`src/source/vfb_macros.svh`:
```
`ifndef VFB_MACROS_SVH
`define VFB_MACROS_SVH

// frame geometry in pixels
`define VFB_FRAME_W 8
`define VFB_FRAME_H 4
`define VFB_FRAME_PIXELS (`VFB_FRAME_W * `VFB_FRAME_H)

// triple buffering
`define VFB_NUM_BUFFERS 3

// spare words between two frames in memory
`define VFB_ADDR_GAP 16

// cycles of init done before the memory is usable
`define VFB_STARTUP_DELAY 20

`endif

```
`src/source/vfb_pkg.sv`:
```
package vfb_pkg;

    typedef logic [20:0] mem_addr_t;
    typedef logic [16:0] pixel_t;
    typedef logic [31:0] mem_data_t;
    typedef logic [1:0]  buf_idx_t;

    typedef enum logic [2:0] {
        BUF_AVAILABLE,
        BUF_WRITE_BUSY,
        BUF_READ_BUSY,
        BUF_DISPLAYED,
        BUF_UPDATED
    } buf_state_e;

    typedef enum logic {
        ROLE_PRODUCER,
        ROLE_CONSUMER
    } seq_role_e;

    // sequencer to table
    typedef struct packed {
        logic acq;
        logic rel;
    } table_req_t;

    // table to sequencer, valid with grant
    typedef struct packed {
        logic      grant;
        buf_idx_t  idx;
        mem_addr_t base;
    } table_rsp_t;

    typedef struct packed {
        logic      write;
        mem_addr_t addr;
        mem_data_t data;
    } mem_cmd_t;

endpackage
```
`src/source/buffer_sequencer.sv`:
```
`timescale 1ns/1ns

module buffer_sequencer #(
    parameter vfb_pkg::seq_role_e ROLE = vfb_pkg::ROLE_PRODUCER
) (
    input  logic                clk,
    input  logic                rst_n,
    input  logic                ready_i,
    output vfb_pkg::table_req_t req_o,
    input  vfb_pkg::table_rsp_t rsp_i,
    output logic                start_o,
    output vfb_pkg::mem_addr_t  base_o,
    input  logic                done_i
);

    localparam string ROLE_NAME = (ROLE == vfb_pkg::ROLE_PRODUCER) ? "producer" : "consumer";

    typedef enum logic [2:0] {
        S_WAIT,
        S_ACQUIRE,
        S_START,
        S_BUSY,
        S_RELEASE
    } state_e;

    state_e             state_q;
    state_e             state_d;
    vfb_pkg::mem_addr_t base_q;

    always_comb begin
        state_d = state_q;
        case (state_q)
            S_WAIT:    if (ready_i) state_d = S_ACQUIRE;
            S_ACQUIRE: if (rsp_i.grant) state_d = S_START;
            S_START:   state_d = S_BUSY;
            S_BUSY:    if (done_i) state_d = S_RELEASE;
            // straight back for the next frame
            S_RELEASE: if (rsp_i.grant) state_d = S_ACQUIRE;
            default:   state_d = S_WAIT;
        endcase
    end

    always_ff @(posedge clk or negedge rst_n) begin
        if (!rst_n) begin
            state_q <= S_WAIT;
        end else begin
            state_q <= state_d;
        end
    end

    // base of the buffer just granted
    always_ff @(posedge clk) begin
        if (state_q == S_ACQUIRE && rsp_i.grant) begin
            base_q <= rsp_i.base;
        end
    end

    assign req_o.acq = (state_q == S_ACQUIRE);
    assign req_o.rel = (state_q == S_RELEASE);
    assign start_o   = (state_q == S_START);
    assign base_o    = base_q;

    // the table only answers a request that was pending
    a_grant_req: assert property (@(posedge clk) disable iff (!rst_n)
        rsp_i.grant |-> $past(req_o.acq || req_o.rel))
        else $error("%s sequencer got a grant it did not request", ROLE_NAME);

endmodule

```
`src/source/buffer_table.sv`:
```
`timescale 1ns/1ns
`include "vfb_macros.svh"

module buffer_table (
    input  logic                clk,
    input  logic                rst_n,
    input  vfb_pkg::table_req_t prod_req_i,
    input  vfb_pkg::table_req_t cons_req_i,
    output vfb_pkg::table_rsp_t prod_rsp_o,
    output vfb_pkg::table_rsp_t cons_rsp_o
);

    localparam int NB     = `VFB_NUM_BUFFERS;
    localparam int STRIDE = `VFB_FRAME_PIXELS + `VFB_ADDR_GAP;

    vfb_pkg::buf_state_e buf_st [NB];
    vfb_pkg::buf_idx_t   prod_idx;
    vfb_pkg::buf_idx_t   cons_idx;
    vfb_pkg::table_rsp_t prod_rsp_q;
    vfb_pkg::table_rsp_t cons_rsp_q;
    logic                prio_cons;
    logic                prod_elig;
    logic                cons_elig;
    logic                serve_prod;
    logic                serve_cons;
    logic [2:0]          prod_pick;
    logic [2:0]          cons_pick;
    logic [NB-1:0]       wr_busy;
    logic [NB-1:0]       rd_busy;

    // {found, idx}: first matching preference, highest index within it
    function automatic logic [2:0] pick_buf(input vfb_pkg::buf_state_e st [NB],
                                            input vfb_pkg::buf_state_e p0,
                                            input vfb_pkg::buf_state_e p1,
                                            input vfb_pkg::buf_state_e p2);
        logic [2:0]          res;
        vfb_pkg::buf_state_e pref [3];
        res  = '0;
        pref = '{p0, p1, p2};
        for (int p = 2; p >= 0; p--) begin
            for (int i = 0; i < NB; i++) begin
                if (st[i] == pref[p]) begin
                    res = {1'b1, vfb_pkg::buf_idx_t'(i)};
                end
            end
        end
        return res;
    endfunction

    function automatic vfb_pkg::mem_addr_t base_of(input vfb_pkg::buf_idx_t idx);
        return vfb_pkg::mem_addr_t'(idx) * vfb_pkg::mem_addr_t'(STRIDE);
    endfunction

    always_comb begin
        // a side whose grant is out is not served again
        prod_elig  = (prod_req_i.acq || prod_req_i.rel) && !prod_rsp_q.grant;
        cons_elig  = (cons_req_i.acq || cons_req_i.rel) && !cons_rsp_q.grant;
        serve_prod = prod_elig && (!cons_elig || !prio_cons);
        serve_cons = cons_elig && !serve_prod;
        prod_pick  = pick_buf(buf_st, vfb_pkg::BUF_DISPLAYED, vfb_pkg::BUF_AVAILABLE,
                              vfb_pkg::BUF_UPDATED);
        cons_pick  = pick_buf(buf_st, vfb_pkg::BUF_UPDATED, vfb_pkg::BUF_AVAILABLE,
                              vfb_pkg::BUF_DISPLAYED);
        for (int i = 0; i < NB; i++) begin
            wr_busy[i] = (buf_st[i] == vfb_pkg::BUF_WRITE_BUSY);
            rd_busy[i] = (buf_st[i] == vfb_pkg::BUF_READ_BUSY);
        end
    end

    always_ff @(posedge clk or negedge rst_n) begin
        if (!rst_n) begin
            for (int i = 0; i < NB; i++) begin
                buf_st[i] <= vfb_pkg::BUF_AVAILABLE;
            end
            prod_idx   <= '0;
            cons_idx   <= '0;
            prod_rsp_q <= '0;
            cons_rsp_q <= '0;
            prio_cons  <= 1'b0;
        end else begin
            prod_rsp_q.grant <= serve_prod;
            cons_rsp_q.grant <= serve_cons;
            if (serve_prod || serve_cons) begin
                prio_cons <= serve_prod;
            end
            if (serve_prod && prod_req_i.acq) begin
                buf_st[prod_pick[1:0]] <= vfb_pkg::BUF_WRITE_BUSY;
                prod_idx               <= prod_pick[1:0];
                prod_rsp_q.idx         <= prod_pick[1:0];
                prod_rsp_q.base        <= base_of(prod_pick[1:0]);
            end else if (serve_prod) begin
                buf_st[prod_idx] <= vfb_pkg::BUF_UPDATED;
                prod_rsp_q.idx   <= prod_idx;
                prod_rsp_q.base  <= base_of(prod_idx);
            end
            if (serve_cons && cons_req_i.acq) begin
                buf_st[cons_pick[1:0]] <= vfb_pkg::BUF_READ_BUSY;
                cons_idx               <= cons_pick[1:0];
                cons_rsp_q.idx         <= cons_pick[1:0];
                cons_rsp_q.base        <= base_of(cons_pick[1:0]);
            end else if (serve_cons) begin
                buf_st[cons_idx] <= vfb_pkg::BUF_DISPLAYED;
                cons_rsp_q.idx   <= cons_idx;
                cons_rsp_q.base  <= base_of(cons_idx);
            end
        end
    end

    assign prod_rsp_o = prod_rsp_q;
    assign cons_rsp_o = cons_rsp_q;

    // each side holds at most one buffer, so the two never share one
    a_one_owner: assert property (@(posedge clk) disable iff (!rst_n)
        $onehot0(wr_busy) && $onehot0(rd_busy))
        else $error("buffer table holds more than one busy buffer per side");

    a_candidate: assert property (@(posedge clk) disable iff (!rst_n)
        ((serve_prod && prod_req_i.acq) |-> prod_pick[2]) and
        ((serve_cons && cons_req_i.acq) |-> cons_pick[2]))
        else $error("no buffer available for an acquire");

endmodule

```
`src/source/frame_buffer_ctrl.sv`:
```
`timescale 1ns/1ns

module frame_buffer_ctrl (
    input  logic               clk,
    input  logic               rst_n,
    input  logic               init_done_i,
    // memory port
    input  vfb_pkg::mem_data_t rd_data_i,
    input  logic               rd_data_valid_i,
    output vfb_pkg::mem_addr_t addr_o,
    output logic               cmd_o,
    output logic               cmd_en_o,
    output vfb_pkg::mem_data_t wr_data_o,
    // load queue
    output logic               load_rd_en_o,
    input  logic               load_empty_i,
    input  vfb_pkg::pixel_t    load_data_i,
    // store queue
    output logic               store_wr_en_o,
    input  logic               store_full_i,
    output vfb_pkg::pixel_t    store_data_o
);

    logic                ready;
    vfb_pkg::table_req_t prod_req;
    vfb_pkg::table_req_t cons_req;
    vfb_pkg::table_rsp_t prod_rsp;
    vfb_pkg::table_rsp_t cons_rsp;
    logic                wr_start;
    logic                rd_start;
    logic                wr_done;
    logic                rd_done;
    vfb_pkg::mem_addr_t  wr_base;
    vfb_pkg::mem_addr_t  rd_base;
    vfb_pkg::mem_cmd_t   wr_cmd;
    vfb_pkg::mem_cmd_t   rd_cmd;
    logic                wr_valid;
    logic                rd_valid;
    logic                wr_grant;
    logic                rd_grant;

    startup_timer i_startup_timer (
        .clk         (clk),
        .rst_n       (rst_n),
        .init_done_i (init_done_i),
        .ready_o     (ready)
    );

    buffer_sequencer #(.ROLE(vfb_pkg::ROLE_PRODUCER)) i_upload_seq (
        .clk     (clk),
        .rst_n   (rst_n),
        .ready_i (ready),
        .req_o   (prod_req),
        .rsp_i   (prod_rsp),
        .start_o (wr_start),
        .base_o  (wr_base),
        .done_i  (wr_done)
    );

    buffer_sequencer #(.ROLE(vfb_pkg::ROLE_CONSUMER)) i_download_seq (
        .clk     (clk),
        .rst_n   (rst_n),
        .ready_i (ready),
        .req_o   (cons_req),
        .rsp_i   (cons_rsp),
        .start_o (rd_start),
        .base_o  (rd_base),
        .done_i  (rd_done)
    );

    buffer_table i_buffer_table (
        .clk        (clk),
        .rst_n      (rst_n),
        .prod_req_i (prod_req),
        .cons_req_i (cons_req),
        .prod_rsp_o (prod_rsp),
        .cons_rsp_o (cons_rsp)
    );

    frame_writer i_frame_writer (
        .clk          (clk),
        .rst_n        (rst_n),
        .start_i      (wr_start),
        .base_i       (wr_base),
        .load_empty_i (load_empty_i),
        .load_data_i  (load_data_i),
        .load_rd_en_o (load_rd_en_o),
        .cmd_o        (wr_cmd),
        .cmd_valid_o  (wr_valid),
        .cmd_grant_i  (wr_grant),
        .done_o       (wr_done)
    );

    frame_reader i_frame_reader (
        .clk             (clk),
        .rst_n           (rst_n),
        .start_i         (rd_start),
        .base_i          (rd_base),
        .cmd_o           (rd_cmd),
        .cmd_valid_o     (rd_valid),
        .cmd_grant_i     (rd_grant),
        .rd_data_i       (rd_data_i),
        .rd_data_valid_i (rd_data_valid_i),
        .store_full_i    (store_full_i),
        .store_wr_en_o   (store_wr_en_o),
        .store_data_o    (store_data_o),
        .done_o          (rd_done)
    );

    mem_cmd_arbiter i_mem_cmd_arbiter (
        .clk        (clk),
        .rst_n      (rst_n),
        .wr_cmd_i   (wr_cmd),
        .rd_cmd_i   (rd_cmd),
        .wr_valid_i (wr_valid),
        .rd_valid_i (rd_valid),
        .wr_grant_o (wr_grant),
        .rd_grant_o (rd_grant),
        .addr_o     (addr_o),
        .cmd_o      (cmd_o),
        .cmd_en_o   (cmd_en_o),
        .wr_data_o  (wr_data_o)
    );

endmodule

```
`src/source/frame_reader.sv`:
```
`timescale 1ns/1ns
`include "vfb_macros.svh"

module frame_reader (
    input  logic               clk,
    input  logic               rst_n,
    input  logic               start_i,
    input  vfb_pkg::mem_addr_t base_i,
    output vfb_pkg::mem_cmd_t  cmd_o,
    output logic               cmd_valid_o,
    input  logic               cmd_grant_i,
    input  vfb_pkg::mem_data_t rd_data_i,
    input  logic               rd_data_valid_i,
    input  logic               store_full_i,
    output logic               store_wr_en_o,
    output vfb_pkg::pixel_t    store_data_o,
    output logic               done_o
);

    localparam int CNT_W = $clog2(`VFB_FRAME_PIXELS);
    localparam logic [CNT_W-1:0] LAST = CNT_W'(`VFB_FRAME_PIXELS - 1);

    logic             run_q;
    logic             issued_all_q;
    logic             pending_q;
    logic             hold_q;
    logic             done_q;
    logic [CNT_W-1:0] cnt_q;
    vfb_pkg::pixel_t  hold_data_q;
    logic             fire;
    logic             rd_ret;

    // at most one read in flight and none while a word is parked
    assign cmd_valid_o = run_q && !issued_all_q && !pending_q && !hold_q;
    assign fire        = cmd_valid_o && cmd_grant_i;
    assign rd_ret      = rd_data_valid_i && pending_q;

    assign store_wr_en_o = (hold_q || rd_ret) && !store_full_i;
    assign store_data_o  = hold_q ? hold_data_q : vfb_pkg::pixel_t'(rd_data_i);
    assign done_o        = done_q;

    always_comb begin
        cmd_o.write = 1'b0;
        cmd_o.addr  = base_i + vfb_pkg::mem_addr_t'(cnt_q);
        cmd_o.data  = '0;
    end

    always_ff @(posedge clk or negedge rst_n) begin
        if (!rst_n) begin
            run_q        <= 1'b0;
            issued_all_q <= 1'b0;
            pending_q    <= 1'b0;
            hold_q       <= 1'b0;
            done_q       <= 1'b0;
            cnt_q        <= '0;
        end else begin
            done_q <= 1'b0;
            if (start_i) begin
                run_q        <= 1'b1;
                issued_all_q <= 1'b0;
                cnt_q        <= '0;
            end else begin
                if (fire) begin
                    pending_q <= 1'b1;
                    cnt_q     <= cnt_q + 1'b1;
                    if (cnt_q == LAST) begin
                        issued_all_q <= 1'b1;
                    end
                end
                if (rd_ret) begin
                    pending_q <= 1'b0;
                    hold_q    <= store_full_i;
                end else if (hold_q && !store_full_i) begin
                    hold_q <= 1'b0;
                end
                // last word has left
                if (run_q && issued_all_q && !pending_q && !hold_q) begin
                    run_q  <= 1'b0;
                    done_q <= 1'b1;
                end
            end
        end
    end

    always_ff @(posedge clk) begin
        if (rd_ret && store_full_i) begin
            hold_data_q <= vfb_pkg::pixel_t'(rd_data_i);
        end
    end

    // a refused word stays parked until the queue has room
    a_hold_full: assert property (@(posedge clk) disable iff (!rst_n)
        ((rd_ret || hold_q) && store_full_i) |=> hold_q)
        else $error("returned word dropped while the store queue was full");

    a_rsp_expected: assert property (@(posedge clk) disable iff (!rst_n)
        rd_data_valid_i |-> pending_q)
        else $error("read data returned with no read outstanding");

endmodule

```
`src/source/frame_writer.sv`:
```
`timescale 1ns/1ns
`include "vfb_macros.svh"

module frame_writer (
    input  logic               clk,
    input  logic               rst_n,
    input  logic               start_i,
    input  vfb_pkg::mem_addr_t base_i,
    input  logic               load_empty_i,
    input  vfb_pkg::pixel_t    load_data_i,
    output logic               load_rd_en_o,
    output vfb_pkg::mem_cmd_t  cmd_o,
    output logic               cmd_valid_o,
    input  logic               cmd_grant_i,
    output logic               done_o
);

    localparam int CNT_W = $clog2(`VFB_FRAME_PIXELS);
    localparam logic [CNT_W-1:0] LAST = CNT_W'(`VFB_FRAME_PIXELS - 1);

    logic             active_q;
    logic             done_q;
    logic [CNT_W-1:0] cnt_q;
    logic             fire;

    // stall while the load queue is empty
    assign cmd_valid_o  = active_q && !load_empty_i;
    assign fire         = cmd_valid_o && cmd_grant_i;
    assign load_rd_en_o = fire;
    assign done_o       = done_q;

    always_comb begin
        cmd_o.write = 1'b1;
        cmd_o.addr  = base_i + vfb_pkg::mem_addr_t'(cnt_q);
        cmd_o.data  = vfb_pkg::mem_data_t'(load_data_i);
    end

    always_ff @(posedge clk or negedge rst_n) begin
        if (!rst_n) begin
            active_q <= 1'b0;
            done_q   <= 1'b0;
            cnt_q    <= '0;
        end else begin
            done_q <= 1'b0;
            if (start_i) begin
                active_q <= 1'b1;
                cnt_q    <= '0;
            end else if (fire) begin
                cnt_q <= cnt_q + 1'b1;
                if (cnt_q == LAST) begin
                    active_q <= 1'b0;
                    done_q   <= 1'b1;
                end
            end
        end
    end

endmodule

```
`src/source/mem_cmd_arbiter.sv`:
```
`timescale 1ns/1ns

module mem_cmd_arbiter (
    input  logic               clk,
    input  logic               rst_n,
    input  vfb_pkg::mem_cmd_t  wr_cmd_i,
    input  vfb_pkg::mem_cmd_t  rd_cmd_i,
    input  logic               wr_valid_i,
    input  logic               rd_valid_i,
    output logic               wr_grant_o,
    output logic               rd_grant_o,
    output vfb_pkg::mem_addr_t addr_o,
    output logic               cmd_o,
    output logic               cmd_en_o,
    output vfb_pkg::mem_data_t wr_data_o
);

    logic              prio_rd;
    vfb_pkg::mem_cmd_t sel;

    assign wr_grant_o = wr_valid_i && (!rd_valid_i || !prio_rd);
    assign rd_grant_o = rd_valid_i && (!wr_valid_i || prio_rd);

    assign sel       = rd_grant_o ? rd_cmd_i : wr_cmd_i;
    assign cmd_en_o  = wr_grant_o || rd_grant_o;
    assign cmd_o     = cmd_en_o && sel.write;
    // idle port shows address zero
    assign addr_o    = cmd_en_o ? sel.addr : '0;
    assign wr_data_o = sel.data;

    // other side gets priority after each grant
    always_ff @(posedge clk or negedge rst_n) begin
        if (!rst_n) begin
            prio_rd <= 1'b0;
        end else if (cmd_en_o) begin
            prio_rd <= wr_grant_o;
        end
    end

    // a side that lost the last round wins the next one
    a_rr_to_rd: assert property (@(posedge clk) disable iff (!rst_n)
        (wr_grant_o && rd_valid_i) |=> (!rd_valid_i || rd_grant_o))
        else $error("reader skipped after losing to the writer");

    a_rr_to_wr: assert property (@(posedge clk) disable iff (!rst_n)
        (rd_grant_o && wr_valid_i) |=> (!wr_valid_i || wr_grant_o))
        else $error("writer skipped after losing to the reader");

    a_cmd_kind: assert property (@(posedge clk) disable iff (!rst_n)
        (wr_grant_o |-> wr_cmd_i.write) and (rd_grant_o |-> !rd_cmd_i.write))
        else $error("command type does not match the granted side");

endmodule

```
`src/source/startup_timer.sv`:
```
`timescale 1ns/1ns
`include "vfb_macros.svh"

module startup_timer (
    input  logic clk,
    input  logic rst_n,
    input  logic init_done_i,
    output logic ready_o
);

    localparam int CNT_W = $clog2(`VFB_STARTUP_DELAY + 1);

    logic [CNT_W-1:0] cnt_q;

    // terminal count, held until reset
    assign ready_o = (cnt_q == CNT_W'(`VFB_STARTUP_DELAY));

    always_ff @(posedge clk or negedge rst_n) begin
        if (!rst_n) begin
            cnt_q <= '0;
        end else if (init_done_i && !ready_o) begin
            // gaps in init done just pause the count
            cnt_q <= cnt_q + 1'b1;
        end
    end

endmodule

```
`config.mk`:
```
export PLATFORM = sky130hd
export DESIGN_NAME = frame_buffer_ctrl
export DESIGN_NICKNAME = d
export VERILOG_FILES = /design/src/source/vfb_pkg.sv /design/src/source/buffer_sequencer.sv /design/src/source/buffer_table.sv /design/src/source/frame_buffer_ctrl.sv /design/src/source/frame_reader.sv /design/src/source/frame_writer.sv /design/src/source/mem_cmd_arbiter.sv /design/src/source/startup_timer.sv
export VERILOG_INCLUDE_DIRS = /design/src /design/src/source
export SDC_FILE = /design/constraint.sdc
export NUM_CORES = 1
export LEC_CHECK = 0
export ABC_AREA = 1
export BUFFER_PORTS_ARGS = -buffer_cell sky130_fd_sc_hd__buf_2
export CORE_MARGIN = 2
export CORE_UTILIZATION = 49
export CTS_BUF_LIST = sky130_fd_sc_hd__clkbuf_4 sky130_fd_sc_hd__clkbuf_8
export DETAILED_ROUTE_END_ITERATION = 6
export GPL_ROUTABILITY_DRIVEN = 0
export PLACE_DENSITY = 0.79
export SYNTH_ARGS = -nofsm -noshare
export SYNTH_HDL_FRONTEND = slang
export SYNTH_SLANG_ARGS = --single-unit
```
`constraint.sdc`:
```
create_clock -name clk -period 1.7 [get_ports clk]
set_input_delay 0.17 -clock clk [delete_from_list [all_inputs] [get_ports clk]]
set_output_delay 0.17 -clock clk [all_outputs]
set_load 0.02 [all_outputs]
```
==> out/qor.tcl, run 1 <==
set qor(muxShareOfSynthArea) 0
set qor(first_pass_grt_wire_length_um) 17910
set qor(total_leakage_power_nw) 3.286
set qor(layout.cell_area.non_filler_mm2) 0.006561
set qor(clock_root_buffer_master) {clkbuf_8}
set qor(number_of_antenna_violations_at_the_first_check_in_global_routing) 0
set qor(synth-warning-count) 0
set qor(synthesized_area_fraction_occupied_by_ao_oa_aoi_and_oai_cells) 0.06233
set qor(timing.critical_path.arrival_ns) 1.80
set qor(criticalPathCategory) {flip-flop to primary output}
set qor(final.setup.tns_ns) -6.214
set qor(design.die.area_mm2) 0.009959
set qor(post-route-worst-setup-slack_ns) -0.2708
set qor(timing.final.crit_share) 1.159
set qor(synth.area.top_cells) {dfrtp_1 (29%), edfxtp_1 (17%), nand2_1 (11%)}
set qor(mappedNetlistArea_mm2) 0.004497
set qor(finalWirelength_um) 13100
set qor(ctsHtreeMaxLevel) 3
set qor(violated_checks) {negative setup slack}
set qor(ys_ff_latch) 78
set qor(floorplan.io_pins) 129
set qor(place_hpwl_um) 7307
set qor(clock-sinks) 78
set qor(clock_path_buffers) 2
set qor(synth_edf_count) 25
set qor(number_of_endpoints_failing_setup_at_the_final_stage) 40
set qor(post_synth_xor_area_fraction) 0.01753
set qor(synth_flop_cell) {dfrtp_1}
set qor(routed_via_density) 5.206
set qor(post_route_cells_drive_above_1_share) 0.4003
set qor(post_synth_fa_ha_maj_area_fraction) 0.06956
set qor(outcome) {finished with violations}
set qor(critPathSlowestCell) {dfrtp_1}
set qor(setup.worst_path.start_class) {flip-flop}
set qor(cpMostUsedCell) {buf_4}
set qor(slew_at_the_pin_with_the_worst_max_slew_slack_ns) 0.5351
set qor(ff_latch_area_mm2) 0.002081
set qor(end_kind) {primary output}
set qor(report.final.slew_viol_count) 0
set qor(total_global_routing_overflow) 0
set qor(tritoncts_clock_tree) {yes}
set qor(grt_max_degree) 25
set qor(setup_repair_after_global_routing_missed_its_margin) {true}
set qor(vdd.ir_drop.worst_v) 0.001053
set qor(sequential_cell_area_fraction_in_the_yosys_report) 0.4619
set qor(fin_nets) 787
set qor(worst_setup_hold_path_clk_slew_ns) 0.09
set qor(maxCapViolations) 0
set qor(rows) 34
set qor(wl_per_cell_um) 15.98
set qor(slowest_delay_ns) 0.40
set qor(slew-limit-headroom) 0.6433
set qor(syn-instance-count) 543
set qor(worstPathRequired_ns) 1.53
set qor(antenna_left) 0
set qor(multi_input_area_mm2) 0.002487
set qor(antennaDiodeCount) 0
set qor(worstPathMaxFanout) 7
set qor(remaining_drc_errors) 0
set qor(min-delay-path-class) {primary input to flip-flop}
set qor(port-buffer-count) 86
set qor(netlist-cell-type-count) 39
set qor(drt-pass1-iter-count) 5
set qor(grt_pass1_vias) 3882
set qor(synth.largest_area_cell) {dfrtp_1}
set qor(crit_chain) {inv_2 -> nand3_4 -> nor2_4 -> o21ai_4 -> buf_4 -> o22ai_1 -> buf_4}
set qor(clk-insertion-delay-late_ns) 0.36
set qor(async_flop_share) 0.6795
set qor(minimum_setup_slack_among_reg_to_reg_paths_ns) -0.17
set qor(max_clock_freq_mhz) 507.4
set qor(grt_usage) 0.2235
set qor(synth.avg_cell_area_um2) 8.281
set qor(fin_crit_ns) 1.971
set qor(power_density_mw_per_mm2) 1998
set qor(initial_core_util) 0.5107
set qor(flow.area_growth_from_synthesis_pct) 45.91
set qor(placeableCoreArea_mm2) 0.008806
set qor(placed_area_mm2) 0.005174
set qor(fin_worst_skew_ns) 0.01368
set qor(timing.final.hold_violations) 0
set qor(first_iter_violations) 217
set qor(synth_top_family_by_area) {simple AND/OR/NAND/NOR gates}
set qor(synthDominantCellAreaShare) 0.2949
set qor(total_clock_buffers_created_by_cts) 9
set qor(num-fill-cells) 527
set qor(synth-simple-area-share) 0.2560
set qor(die-height_um) 99.80
set qor(floorplan.die.width_um) 99.80
set qor(routed-via-count) 4269
==> cell type report <==
type	count	area share
sequential	78	0.3171
tap	108	0.02060
timing repair buffer	162	0.1970
multi-input combinational	365	0.3791
clock buffer	10	0.02002
inverter	91	0.05645
clock inverter	6	0.009725
==> cell usage in the layout, fill, tap and decap left out, types with 5 or more instances in the layout <==
master         Yosys  layout
nand2_1          134     112
inv_1             84      67
buf_2              3      58
buf_4             29      52
dfrtp_1           53      50
nand3_1           48      35
buf_6              0      33
conb_1             1      27
edfxtp_1          25      25
nor2_4             0      22
nor2_1            40      16
inv_2              5      15
ha_1              25      15
dlygate4sd3_1      0      15
nand2_2            0      14
o21ai_0           19      14
nand3_2            5      13
nor3_1            13      12
nand2_4            4      10
a21oi_1           11      10
clkbuf_8           0       9
nand3_4            1       6
inv_4              1       6
xor2_1             7       6
ha_4               0       6
nor2_2             3       5
o21ai_1            0       5
==> critical path: cells and delay by family, from the launching register on <==
| family | cells | cell delay, ns |
|---|---|---|
| compound gates | 2 | 0.32 |
| buf+inv | 3 | 0.46 |
| flops | 1 | 0.40 |
| simple gates | 2 | 0.24 |
==> cells by family after synthesis <==
family	count (synthesis)
buffers and inverters	126
other	1
DFF	78
AOI/OAI and AO/OA	47
adders and majority gates	25
and+or+nand+nor	257
xor gates and xnor gates	9
==> stage by stage <==
step	utilization	hold WS, ns	total power, mW	worst slack (ns)	std cells
global placement	0.5875	0.1711	8.367	-0.07896	758
detailed placement	0.5875	0.1731	8.600	-0.1265	758
finish	0.7451	0.01247	13.11	-0.2708	820
global route	0.7451	-0.001020	13.92	-0.3167	820
floorplan	-	-0.1256	6.837	-0.1411	569
CTS	0.6743	0.0008004	11.06	-0.2132	807
==> path summary, 6_finish.rpt <==
| path | from | endpoint | cells past startpoint |
|---|---|---|---|
| max | i_frame_reader.hold_q | addr_o[2] | 7 |
| max in group asynchronous | rst_n | i_download_seq.state_q[2] | 3 |
| min | rd_data_i[2] | i_frame_reader.hold_data_q[2] | 1 |
| min reg2reg | i_buffer_table.prod_rsp_o[6] | i_upload_seq.base_o[6] | 0 |
| min in group asynchronous | rst_n | i_buffer_table.buf_st[2] | 2 |
| max reg2reg | i_buffer_table.buf_st[1] | i_buffer_table.buf_st[3] | 14 |
==> report_power, final <==
| group | internal, mW | switching, mW | total [mW] |
|---|---|---|---|
| Sequential | 2.60 | 0.508 | 3.11 |
| Combinational | 3.57 | 5.00 | 8.57 |
| Clock | 0.692 | 0.733 | 1.43 |
==> timing repair <==
item / 4_1_cts / 5_1_grt
hold buffers: 14 / 1
endpoints found under the setup margin: 36 / 64
resized for setup: 89 / 129
buffers inserted: 19 / 17
pin swaps: 18 / 42
endpoints found under the hold margin: 33 / 1
gates cloned: 0 / 2
==> sequential cells by signal, indices dropped and copies added, names as in the netlist, 3 cells and up <==
| name | cells |
|---|---|
| i_frame_reader.hold_data_q | 17 |
| i_buffer_table.buf_st | 9 |
| i_buffer_table.cons_rsp_o | 5 |
| i_buffer_table.prod_rsp_o | 5 |
| i_frame_reader.cnt_q | 5 |
| i_frame_writer.cnt_q | 5 |
| i_startup_timer.cnt_q | 5 |
| i_download_seq.base_o | 4 |
| i_upload_seq.base_o | 4 |
| i_download_seq.state_q | 3 |
| i_upload_seq.state_q | 3 |
==> cells in the mapped netlist, drive strengths merged (2+ instances only) <==
library cell    n
nand2         138
o22ai           6
a21oi          12
xor2            7
xnor2           2
nand4           4
a211oi          2
edfxtp         25
a21boi          2
inv            90
dfrtp          53
clkbuf          3
and2            2
buf            32
nand3          54
ha             25
nor2           43
nor3           14
o21ai          21
==> metal layers <==
layer | GRT usage | vias to the layer above | routed length [um]
met3 | 0.05223 | 51 | 821
met1 | 0.2663 | 2019 | 4752
li1 | - | 2003 | -
met2 | 0.4012 | 196 | 7046
met4 | 0.06955 | 0 | 483
met5 | 0 | - | 0
No activity file was read; power rests on OpenSTA's default activity.
==> inputs of run 2 (changes only) <==
--- a/config.mk
+++ b/config.mk
@@ -8,6 +8,7 @@
 export LEC_CHECK = 0
 export ABC_AREA = 1
 export BUFFER_PORTS_ARGS = -buffer_cell sky130_fd_sc_hd__buf_2
+export CORE_ASPECT_RATIO = 0.5
 export CORE_MARGIN = 2
 export CORE_UTILIZATION = 49
 export CTS_BUF_LIST = sky130_fd_sc_hd__clkbuf_4 sky130_fd_sc_hd__clkbuf_8
==> run 2 against run 1 <==
  * The flow still finishes with violations (negative setup slack)
  * Largest cell class unchanged
  * Highest routed layer unchanged
  * Critical path type unchanged
  * Hold slack better by 0.094 ns
  * Clock-buffer cell count did not move
  * Die area grew 0.47%
  * Clock power is essentially flat
==> out/qor.tcl, run 2 (synthesized netlist as in run 1, its figures left out) <==
set qor(routed-via-count) 4502 ;# was 4269
set qor(port-buffer-count) 86 ;# unchanged
set qor(clock_path_buffers) 2 ;# unchanged
set qor(worstPathRequired_ns) 1.53 ;# about the same
set qor(floorplan.io_pins) 129 ;# unchanged
set qor(layout.cells.most_common_list) {nand2_1 (110), inv_1 (69), buf_2 (61)} ;# was nand2_1 (112), inv_1 (67), buf_2 (58)
set qor(place_hpwl_um) 7107 ;# was 7307 um
set qor(end_kind) {primary output} ;# unchanged
set qor(worst_setup_hold_path_clk_slew_ns) 0.09 ;# about the same
set qor(timing.final.crit_share) 1.236 ;# was 1.159
set qor(wl_per_cell_um) 17.24 ;# was 15.98 um
set qor(number_of_antenna_violations_at_the_first_check_in_global_routing) 0 ;# unchanged
set qor(largest_register_ffs) 17 ;# unchanged
set qor(antennaDiodeCount) 0 ;# unchanged
set qor(rows) 24 ;# was 34
set qor(clock-sinks) 78 ;# unchanged
set qor(post-route-worst-setup-slack_ns) -0.4019 ;# was -0.2708 ns
set qor(finalWirelength_um) 14330 ;# was 13100 um
set qor(total_leakage_power_nw) 3.258 ;# was 3.286 nW
set qor(number_of_endpoints_failing_setup_at_the_final_stage) 37 ;# was 40
set qor(timing.final.hold_violations) 0 ;# unchanged
set qor(flow.area_growth_from_synthesis_pct) 44.07 ;# was 45.91%
set qor(report.final.slew_viol_count) 0 ;# unchanged
set qor(placed_area_mm2) 0.005207 ;# was 0.005174 mm2
set qor(violated_checks) {negative setup slack} ;# unchanged
set qor(finalPower_mw) 13.04 ;# was 13.11 mW
set qor(layout.cell_area.non_filler_mm2) 0.006479 ;# was 0.006561 mm2
set qor(outcome) {finished with violations} ;# unchanged
set qor(drt-pass1-iter-count) 5 ;# unchanged
set qor(grt_usage) 0.2331 ;# was 0.2235
set qor(grt_pass1_vias) 3988 ;# was 3882
set qor(fin_worst_skew_ns) 0.01726 ;# was 0.01368 ns
set qor(layout.cells.most_common) {nand2_1} ;# unchanged
set qor(first_pass_grt_wire_length_um) 18490 ;# was 17910 um
set qor(floorplan.die.width_um) 139.5 ;# was 99.80 um
set qor(vdd.ir_drop.worst_v) 0.0008531 ;# was 0.001053 V
set qor(timing.critical_path.arrival_ns) 1.93 ;# was 1.80 ns
set qor(clock_root_buffer_master) {clkbuf_8} ;# unchanged
set qor(tritoncts_clock_tree) {yes} ;# unchanged
set qor(ctsHtreeMaxLevel) 3 ;# unchanged
set qor(die-height_um) 71.74 ;# was 99.80 um
set qor(maxCapViolations) 0 ;# unchanged
set qor(post_route_cells_drive_above_1_share) 0.3950 ;# was 0.4003
set qor(clk-insertion-delay-late_ns) 0.38 ;# was 0.36 ns
set qor(setup.worst_path.start_class) {flip-flop} ;# unchanged
set qor(antenna_left) 0 ;# unchanged
set qor(fin_nets) 789 ;# was 787
set qor(routed_via_density) 5.418 ;# was 5.206
set qor(finish.utilization) 0.7363 ;# was 0.7451
set qor(fin_crit_ns) 2.102 ;# was 1.971 ns
set qor(max_clock_freq_mhz) 475.8 ;# was 507.4 MHz
set qor(grt_max_degree) 54 ;# was 25
set qor(total_global_routing_overflow) 0 ;# unchanged
set qor(setup_repair_after_global_routing_missed_its_margin) {true} ;# unchanged
set qor(criticalPathCategory) {flip-flop to primary output} ;# unchanged
set qor(placeableCoreArea_mm2) 0.008798 ;# was 0.008806 mm2
set qor(power_density_mw_per_mm2) 2012 ;# was 1998 mW/mm2
set qor(largest-register) {i_frame_reader.hold_data_q} ;# unchanged
set qor(first_iter_violations) 572 ;# was 217
set qor(design.die.area_mm2) 0.01001 ;# was 0.009959 mm2
set qor(total_clock_buffers_created_by_cts) 9 ;# unchanged
set qor(initial_core_util) 0.5111 ;# was 0.5107
set qor(final.setup.tns_ns) -6.887 ;# was -6.214 ns
set qor(min-delay-path-class) {primary input to flip-flop} ;# unchanged
set qor(remaining_drc_errors) 0 ;# unchanged
set qor(worstPathMaxFanout) 2 ;# was 7
set qor(reg.largest.list) {i_frame_reader.hold_data_q (17), i_buffer_table.buf_st (9)} ;# unchanged
run 2: cell count changes in the layout (fill, tap and decap cells not counted), moves of 3 or more:
cell,before,now
buf_2,58,61
dlygate4sd3_1,15,18
nand2_2,14,19
nand3_2,13,16
nor2_1,16,20
nor2_4,22,17
o21ai_1,5,1
run 2: final timing paths:
path	startpoint	endpoint	slack, ns	depth (start not counted)
worst min-delay path	store_full_i	i_frame_reader.hold_q	0.11	3
max in group asynchronous	rst_n	i_download_seq.state_q[2]	1.12	3
worst min register to register	i_buffer_table.prod_rsp_o[4]	i_upload_seq.base_o[4]	0.44	0
worst max register to register	i_buffer_table.buf_st[1]	i_buffer_table.buf_st[3]	-0.16	14
worst max-delay path	i_frame_reader.cnt_q[4]	addr_o[7]	-0.40	7
min in group asynchronous	rst_n	i_frame_writer.cnt_q[3]	0.32	3
run 2: metrics by stage:
stage               setup slack (ns)  cells  hold slack [ns]
floorplan                    -0.1411    569          -0.1256
global placement            -0.06680    770           0.1844
detailed placement           -0.1040    770           0.1857
CTS                          -0.2614    821          0.09819
global route                 -0.4606    831           0.1321
finish                       -0.4019    831           0.1063
run 2: where the power goes:
group | switching [mW] | internal (mW)
clock | 0.726 | 0.689
sequential | 0.543 | 2.60
combinational | 5.08 | 3.40
run 2: routing by layer:
layer	vias up	GRT usage	share of wire
met3	86	0.06684	0.088
li1	2005	-	-
met1	2092	0.2878	0.38
met5	-	0	0
met2	319	0.3960	0.48
met4	0	0.08979	0.048
run 2: final cells by class:
type / count / area (um2)
clock buffers: 10 / 131.4
multi-input cells: 365 / 2416
well taps: 117 / 146.4
flip-flops and latches: 78 / 2079
repair buffers: 164 / 1281
inverters: 91 / 361.6
clock inverters: 6 / 62.56
fillers: 509 / 2320
run 2: worst max-delay path: stages, from the launching register on:
cell and delay, ns:
dfrtp_1 0.45, ha_4 0.18, buf_6 0.09, nand3_2 0.07, xnor2_1 0.20, nor2_1 0.09, a211oi_2 0.28, buf_4 0.19
run 2: repair_timing:
action / CTS / global route
pin swaps: 24 / 41
setup endpoints to repair: 35 / 54
hold buffers: 18 / 0
resized for setup: 87 / 110
endpoints found under the hold margin: 70 / 0
buffers inserted: 18 / 12
==> inputs of run 3 (changes only) <==
--- a/config.mk
+++ b/config.mk
@@ -10,11 +10,12 @@
 export BUFFER_PORTS_ARGS = -buffer_cell sky130_fd_sc_hd__buf_2
 export CORE_ASPECT_RATIO = 0.5
 export CORE_MARGIN = 2
-export CORE_UTILIZATION = 49
+export CORE_UTILIZATION = 55
 export CTS_BUF_LIST = sky130_fd_sc_hd__clkbuf_4 sky130_fd_sc_hd__clkbuf_8
 export DETAILED_ROUTE_END_ITERATION = 6
 export GPL_ROUTABILITY_DRIVEN = 0
 export PLACE_DENSITY = 0.79
 export SYNTH_ARGS = -nofsm -noshare
 export SYNTH_HDL_FRONTEND = slang
+export SYNTH_HIERARCHICAL = 1
 export SYNTH_SLANG_ARGS = --single-unit
==> run 3 against run 2 <==
  * The flow still finishes with violations (negative setup slack)
  * Worst setup slack got worse by 0.49 ns
  * Core utilization rose by 4.7 points
  * Final cell count increased by 90%
  * Register-to-register slack got worse by 0.11 ns
  * Synthesized cell count rose by 110%
  * Sequential power is 42% higher
  * Total power rose by 76%
  * Clock skew is 0.0019 ns higher
==> out/qor.tcl, run 3 <==
set qor(clk-insertion-delay-late_ns) 0.40 ;# was 0.38 ns
set qor(layout.cells.most_common_list) {nand2_1 (271), inv_1 (105), nand3_1 (103)} ;# was nand2_1 (110), inv_1 (69), buf_2 (61)
set qor(number_of_endpoints_failing_setup_at_the_final_stage) 75 ;# was 37
set qor(vdd.ir_drop.worst_v) 0.0007363 ;# was 0.0008531 V
set qor(layout.cell_area.non_filler_mm2) 0.01197 ;# was 0.006479 mm2
set qor(post_route_cells_drive_above_1_share) 0.4054 ;# was 0.3950
set qor(grt_pass1_vias) 8087 ;# was 3988
set qor(die-height_um) 92.07 ;# was 71.74 um
set qor(drt-pass1-iter-count) 6 ;# was 5
set qor(cpMostUsedCell) {nand2_2}
set qor(globalRouteMet3Util) 0.03892 ;# was 0.06684
set qor(top_usage_layer) {met2} ;# unchanged
set qor(outcome) {finished with violations} ;# unchanged
set qor(floorplan.io_pins) 129 ;# unchanged
set qor(ctsHtreeMaxLevel) 3 ;# unchanged
set qor(num-fill-cells) 801 ;# was 509
set qor(layout.cells.most_common) {nand2_1} ;# unchanged
set qor(clock_root_buffer_master) {clkbuf_8} ;# unchanged
set qor(finalPower_mw) 22.93 ;# was 13.04 mW
set qor(slowest_delay_ns) 0.43 ;# was 0.45 ns
set qor(flow.area_growth_from_synthesis_pct) 40.36 ;# was 44.07%
set qor(port-buffer-count) 98 ;# was 86
set qor(worstPathRequired_ns) 1.53 ;# about the same
set qor(total_leakage_power_nw) 6.070 ;# was 3.258 nW
set qor(fin_crit_ns) 2.591 ;# was 2.102 ns
set qor(worst_setup_hold_path_clk_slew_ns) 0.11 ;# was 0.09 ns
set qor(wl_per_cell_um) 19.21 ;# was 17.24 um
set qor(placed_area_mm2) 0.009298 ;# was 0.005207 mm2
set qor(end_kind) {primary output} ;# unchanged
set qor(initial_core_util) 0.5578 ;# was 0.5111
set qor(clock-sinks) 112 ;# was 78
set qor(worstPathMaxFanout) 7 ;# was 2
set qor(min-delay-path-class) {primary input to flip-flop} ;# unchanged
set qor(grt_usage) 0.2817 ;# was 0.2331
set qor(mappedNetlistArea_mm2) 0.008531 ;# was 0.004497 mm2
set qor(report.final.slew_viol_count) 0 ;# unchanged
set qor(finalWirelength_um) 30410 ;# was 14330 um
set qor(synth-warning-count) 6 ;# was 0
set qor(timing.final.crit_share) 1.524 ;# was 1.236
set qor(critPathSlowestCell) {dfrtp_1} ;# unchanged
set qor(timing.critical_path.arrival_ns) 2.42 ;# was 1.93 ns
set qor(design.die.area_mm2) 0.01658 ;# was 0.01001 mm2
set qor(grt_util_met1) 0.3370 ;# was 0.2878
set qor(total_clock_buffers_created_by_cts) 9 ;# unchanged
set qor(syn-instance-count) 1165 ;# was 543
set qor(antennaDiodeCount) 0 ;# unchanged
set qor(routed-via-count) 9111 ;# was 4502
set qor(post-route-worst-setup-slack_ns) -0.8910 ;# was -0.4019 ns
set qor(final.setup.tns_ns) -28.24 ;# was -6.887 ns
set qor(synth.avg_cell_area_um2) 7.322 ;# was 8.281 um2
set qor(grt_met2_use) 0.5169 ;# was 0.3960
set qor(fin_nets) 1463 ;# was 789
set qor(rows) 32 ;# was 24
set qor(max_clock_freq_mhz) 386.0 ;# was 475.8 MHz
set qor(clock_path_buffers) 2 ;# unchanged
set qor(worst_path_dominant_cell_family) {simple AND/OR/NAND/NOR gates} ;# was flip-flops
set qor(criticalPathCategory) {flip-flop to primary output} ;# unchanged
set qor(first_pass_grt_wire_length_um) 38210 ;# was 18490 um
set qor(floorplan.die.width_um) 180.1 ;# was 139.5 um
set qor(timing.hold.ws_ns) 0.07096 ;# was 0.1063 ns
set qor(worstPathBufferInverterCount) 1 ;# was 2
set qor(antenna_left) 0 ;# unchanged
set qor(place_hpwl_um) 13640 ;# was 7107 um
set qor(violated_checks) {negative setup slack} ;# unchanged
set qor(remaining_drc_errors) 0 ;# unchanged
set qor(total_global_routing_overflow) 0 ;# unchanged
set qor(placeableCoreArea_mm2) 0.01529 ;# was 0.008798 mm2
set qor(crit_chain) {ha_2 -> fa_2 -> nand2_2 -> nand2_2 -> nand3_2 -> nand2_4 -> nand3_1 -> nand2_1 -> nand2_2 -> nand3_2 -> nand2_2 -> buf_6} ;# was ha_4 -> buf_6 -> nand3_2 -> xnor2_1 -> nor2_1 -> a211oi_2 -> buf_4
set qor(timing.final.hold_violations) 0 ;# unchanged
set qor(tritoncts_clock_tree) {yes} ;# unchanged
set qor(number_of_antenna_violations_at_the_first_check_in_global_routing) 0 ;# unchanged
set qor(maxCapViolations) 0 ;# unchanged
set qor(setup.worst_path.start_class) {flip-flop} ;# unchanged
set qor(setup_repair_after_global_routing_missed_its_margin) {true} ;# unchanged
set qor(routed_via_density) 5.756 ;# was 5.418
set qor(first_iter_violations) 853 ;# was 572
set qor(power_density_mw_per_mm2) 1915 ;# was 2012 mW/mm2
set qor(place_ws_ns) -0.3671 ;# was -0.1040 ns
set qor(fin_worst_skew_ns) 0.01917 ;# was 0.01726 ns
set qor(grt_max_degree) 54 ;# unchanged
[run 3: path summary, 6_finish.rpt]
| check | slack [ns] | start | cells after the start | end |
|---|---|---|---|---|
| worst max-delay path | -0.89 | i_frame_reader/cnt_q[0] | 12 | addr_o[16] |
| worst min-delay path | 0.07 | init_done_i | 3 | i_startup_timer/cnt_q[1] |
| worst max register to register | -0.27 | i_frame_reader/hold_q | 13 | i_frame_writer/cnt_q[3] |
| worst min register to register | 0.49 | i_buffer_table/prod_rsp_o[7] | 0 | i_upload_seq/base_o[7] |
| max in group asynchronous | 1.14 | rst_n | 3 | i_buffer_table/buf_st[0] |
| min in group asynchronous | 0.29 | rst_n | 3 | i_upload_seq/state_q[2] |
[run 3: what timing repair did]
action                                  4_1_cts  5_1_grt
endpoints found under the hold margin        70        0
gates cloned                                 11        2
hold buffers                                 18        0
pin swaps                                    71      115
gates resized for setup                     191      233
buffers inserted                             40       28
endpoints found under the setup margin       64       77
[run 3: power by group]
group	leakage (nW)	internal, mW	switching [mW]
sequential	1.20	3.67	0.791
clock	0.104	0.751	0.995
combinational	4.77	6.90	9.83
total	6.07	11.3	11.6
[run 3: worst reg2reg max path, stage by stage, from the launching register on]
cell and delay [ns]:
dfrtp_1 0.44, clkinv_4 0.08, nand3_4 0.08, nor2_4 0.05, buf_12 0.14, buf_6 0.11, buf_6 0.12, a21oi_4 0.17
nand3_4 0.11, buf_6 0.16, nor2_4 0.10, nand3_2 0.08, o21ai_2 0.16, nor2_1 0.07
[run 3: layout make-up]
class	count	area [um2]	share of cell area
Clock inverter	5	63.81	0.005329
Tap cell	204	255.2	0.02132
Sequential cell	112	3103	0.2591
Timing Repair Buffer	250	2359	0.1970
Inverter	141	554.3	0.04629
Clock buffer	11	145.1	0.01212
Multi-Input combinational cell	860	5494	0.4588
[run 3: per-layer routing]
layer	routed length [um]	up-vias
li1	-	3942
met1	10810	4236
met2	14720	707
met3	2719	226
met4	2163	0
met5	0	-
[run 3: stage by stage]
step                        util  cells
final                     0.7829   1583
after global routing      0.7829   1583
after CTS                 0.7204   1563
after detailed placement  0.6079   1478
after global placement    0.6079   1478
after floorplan                -   1244
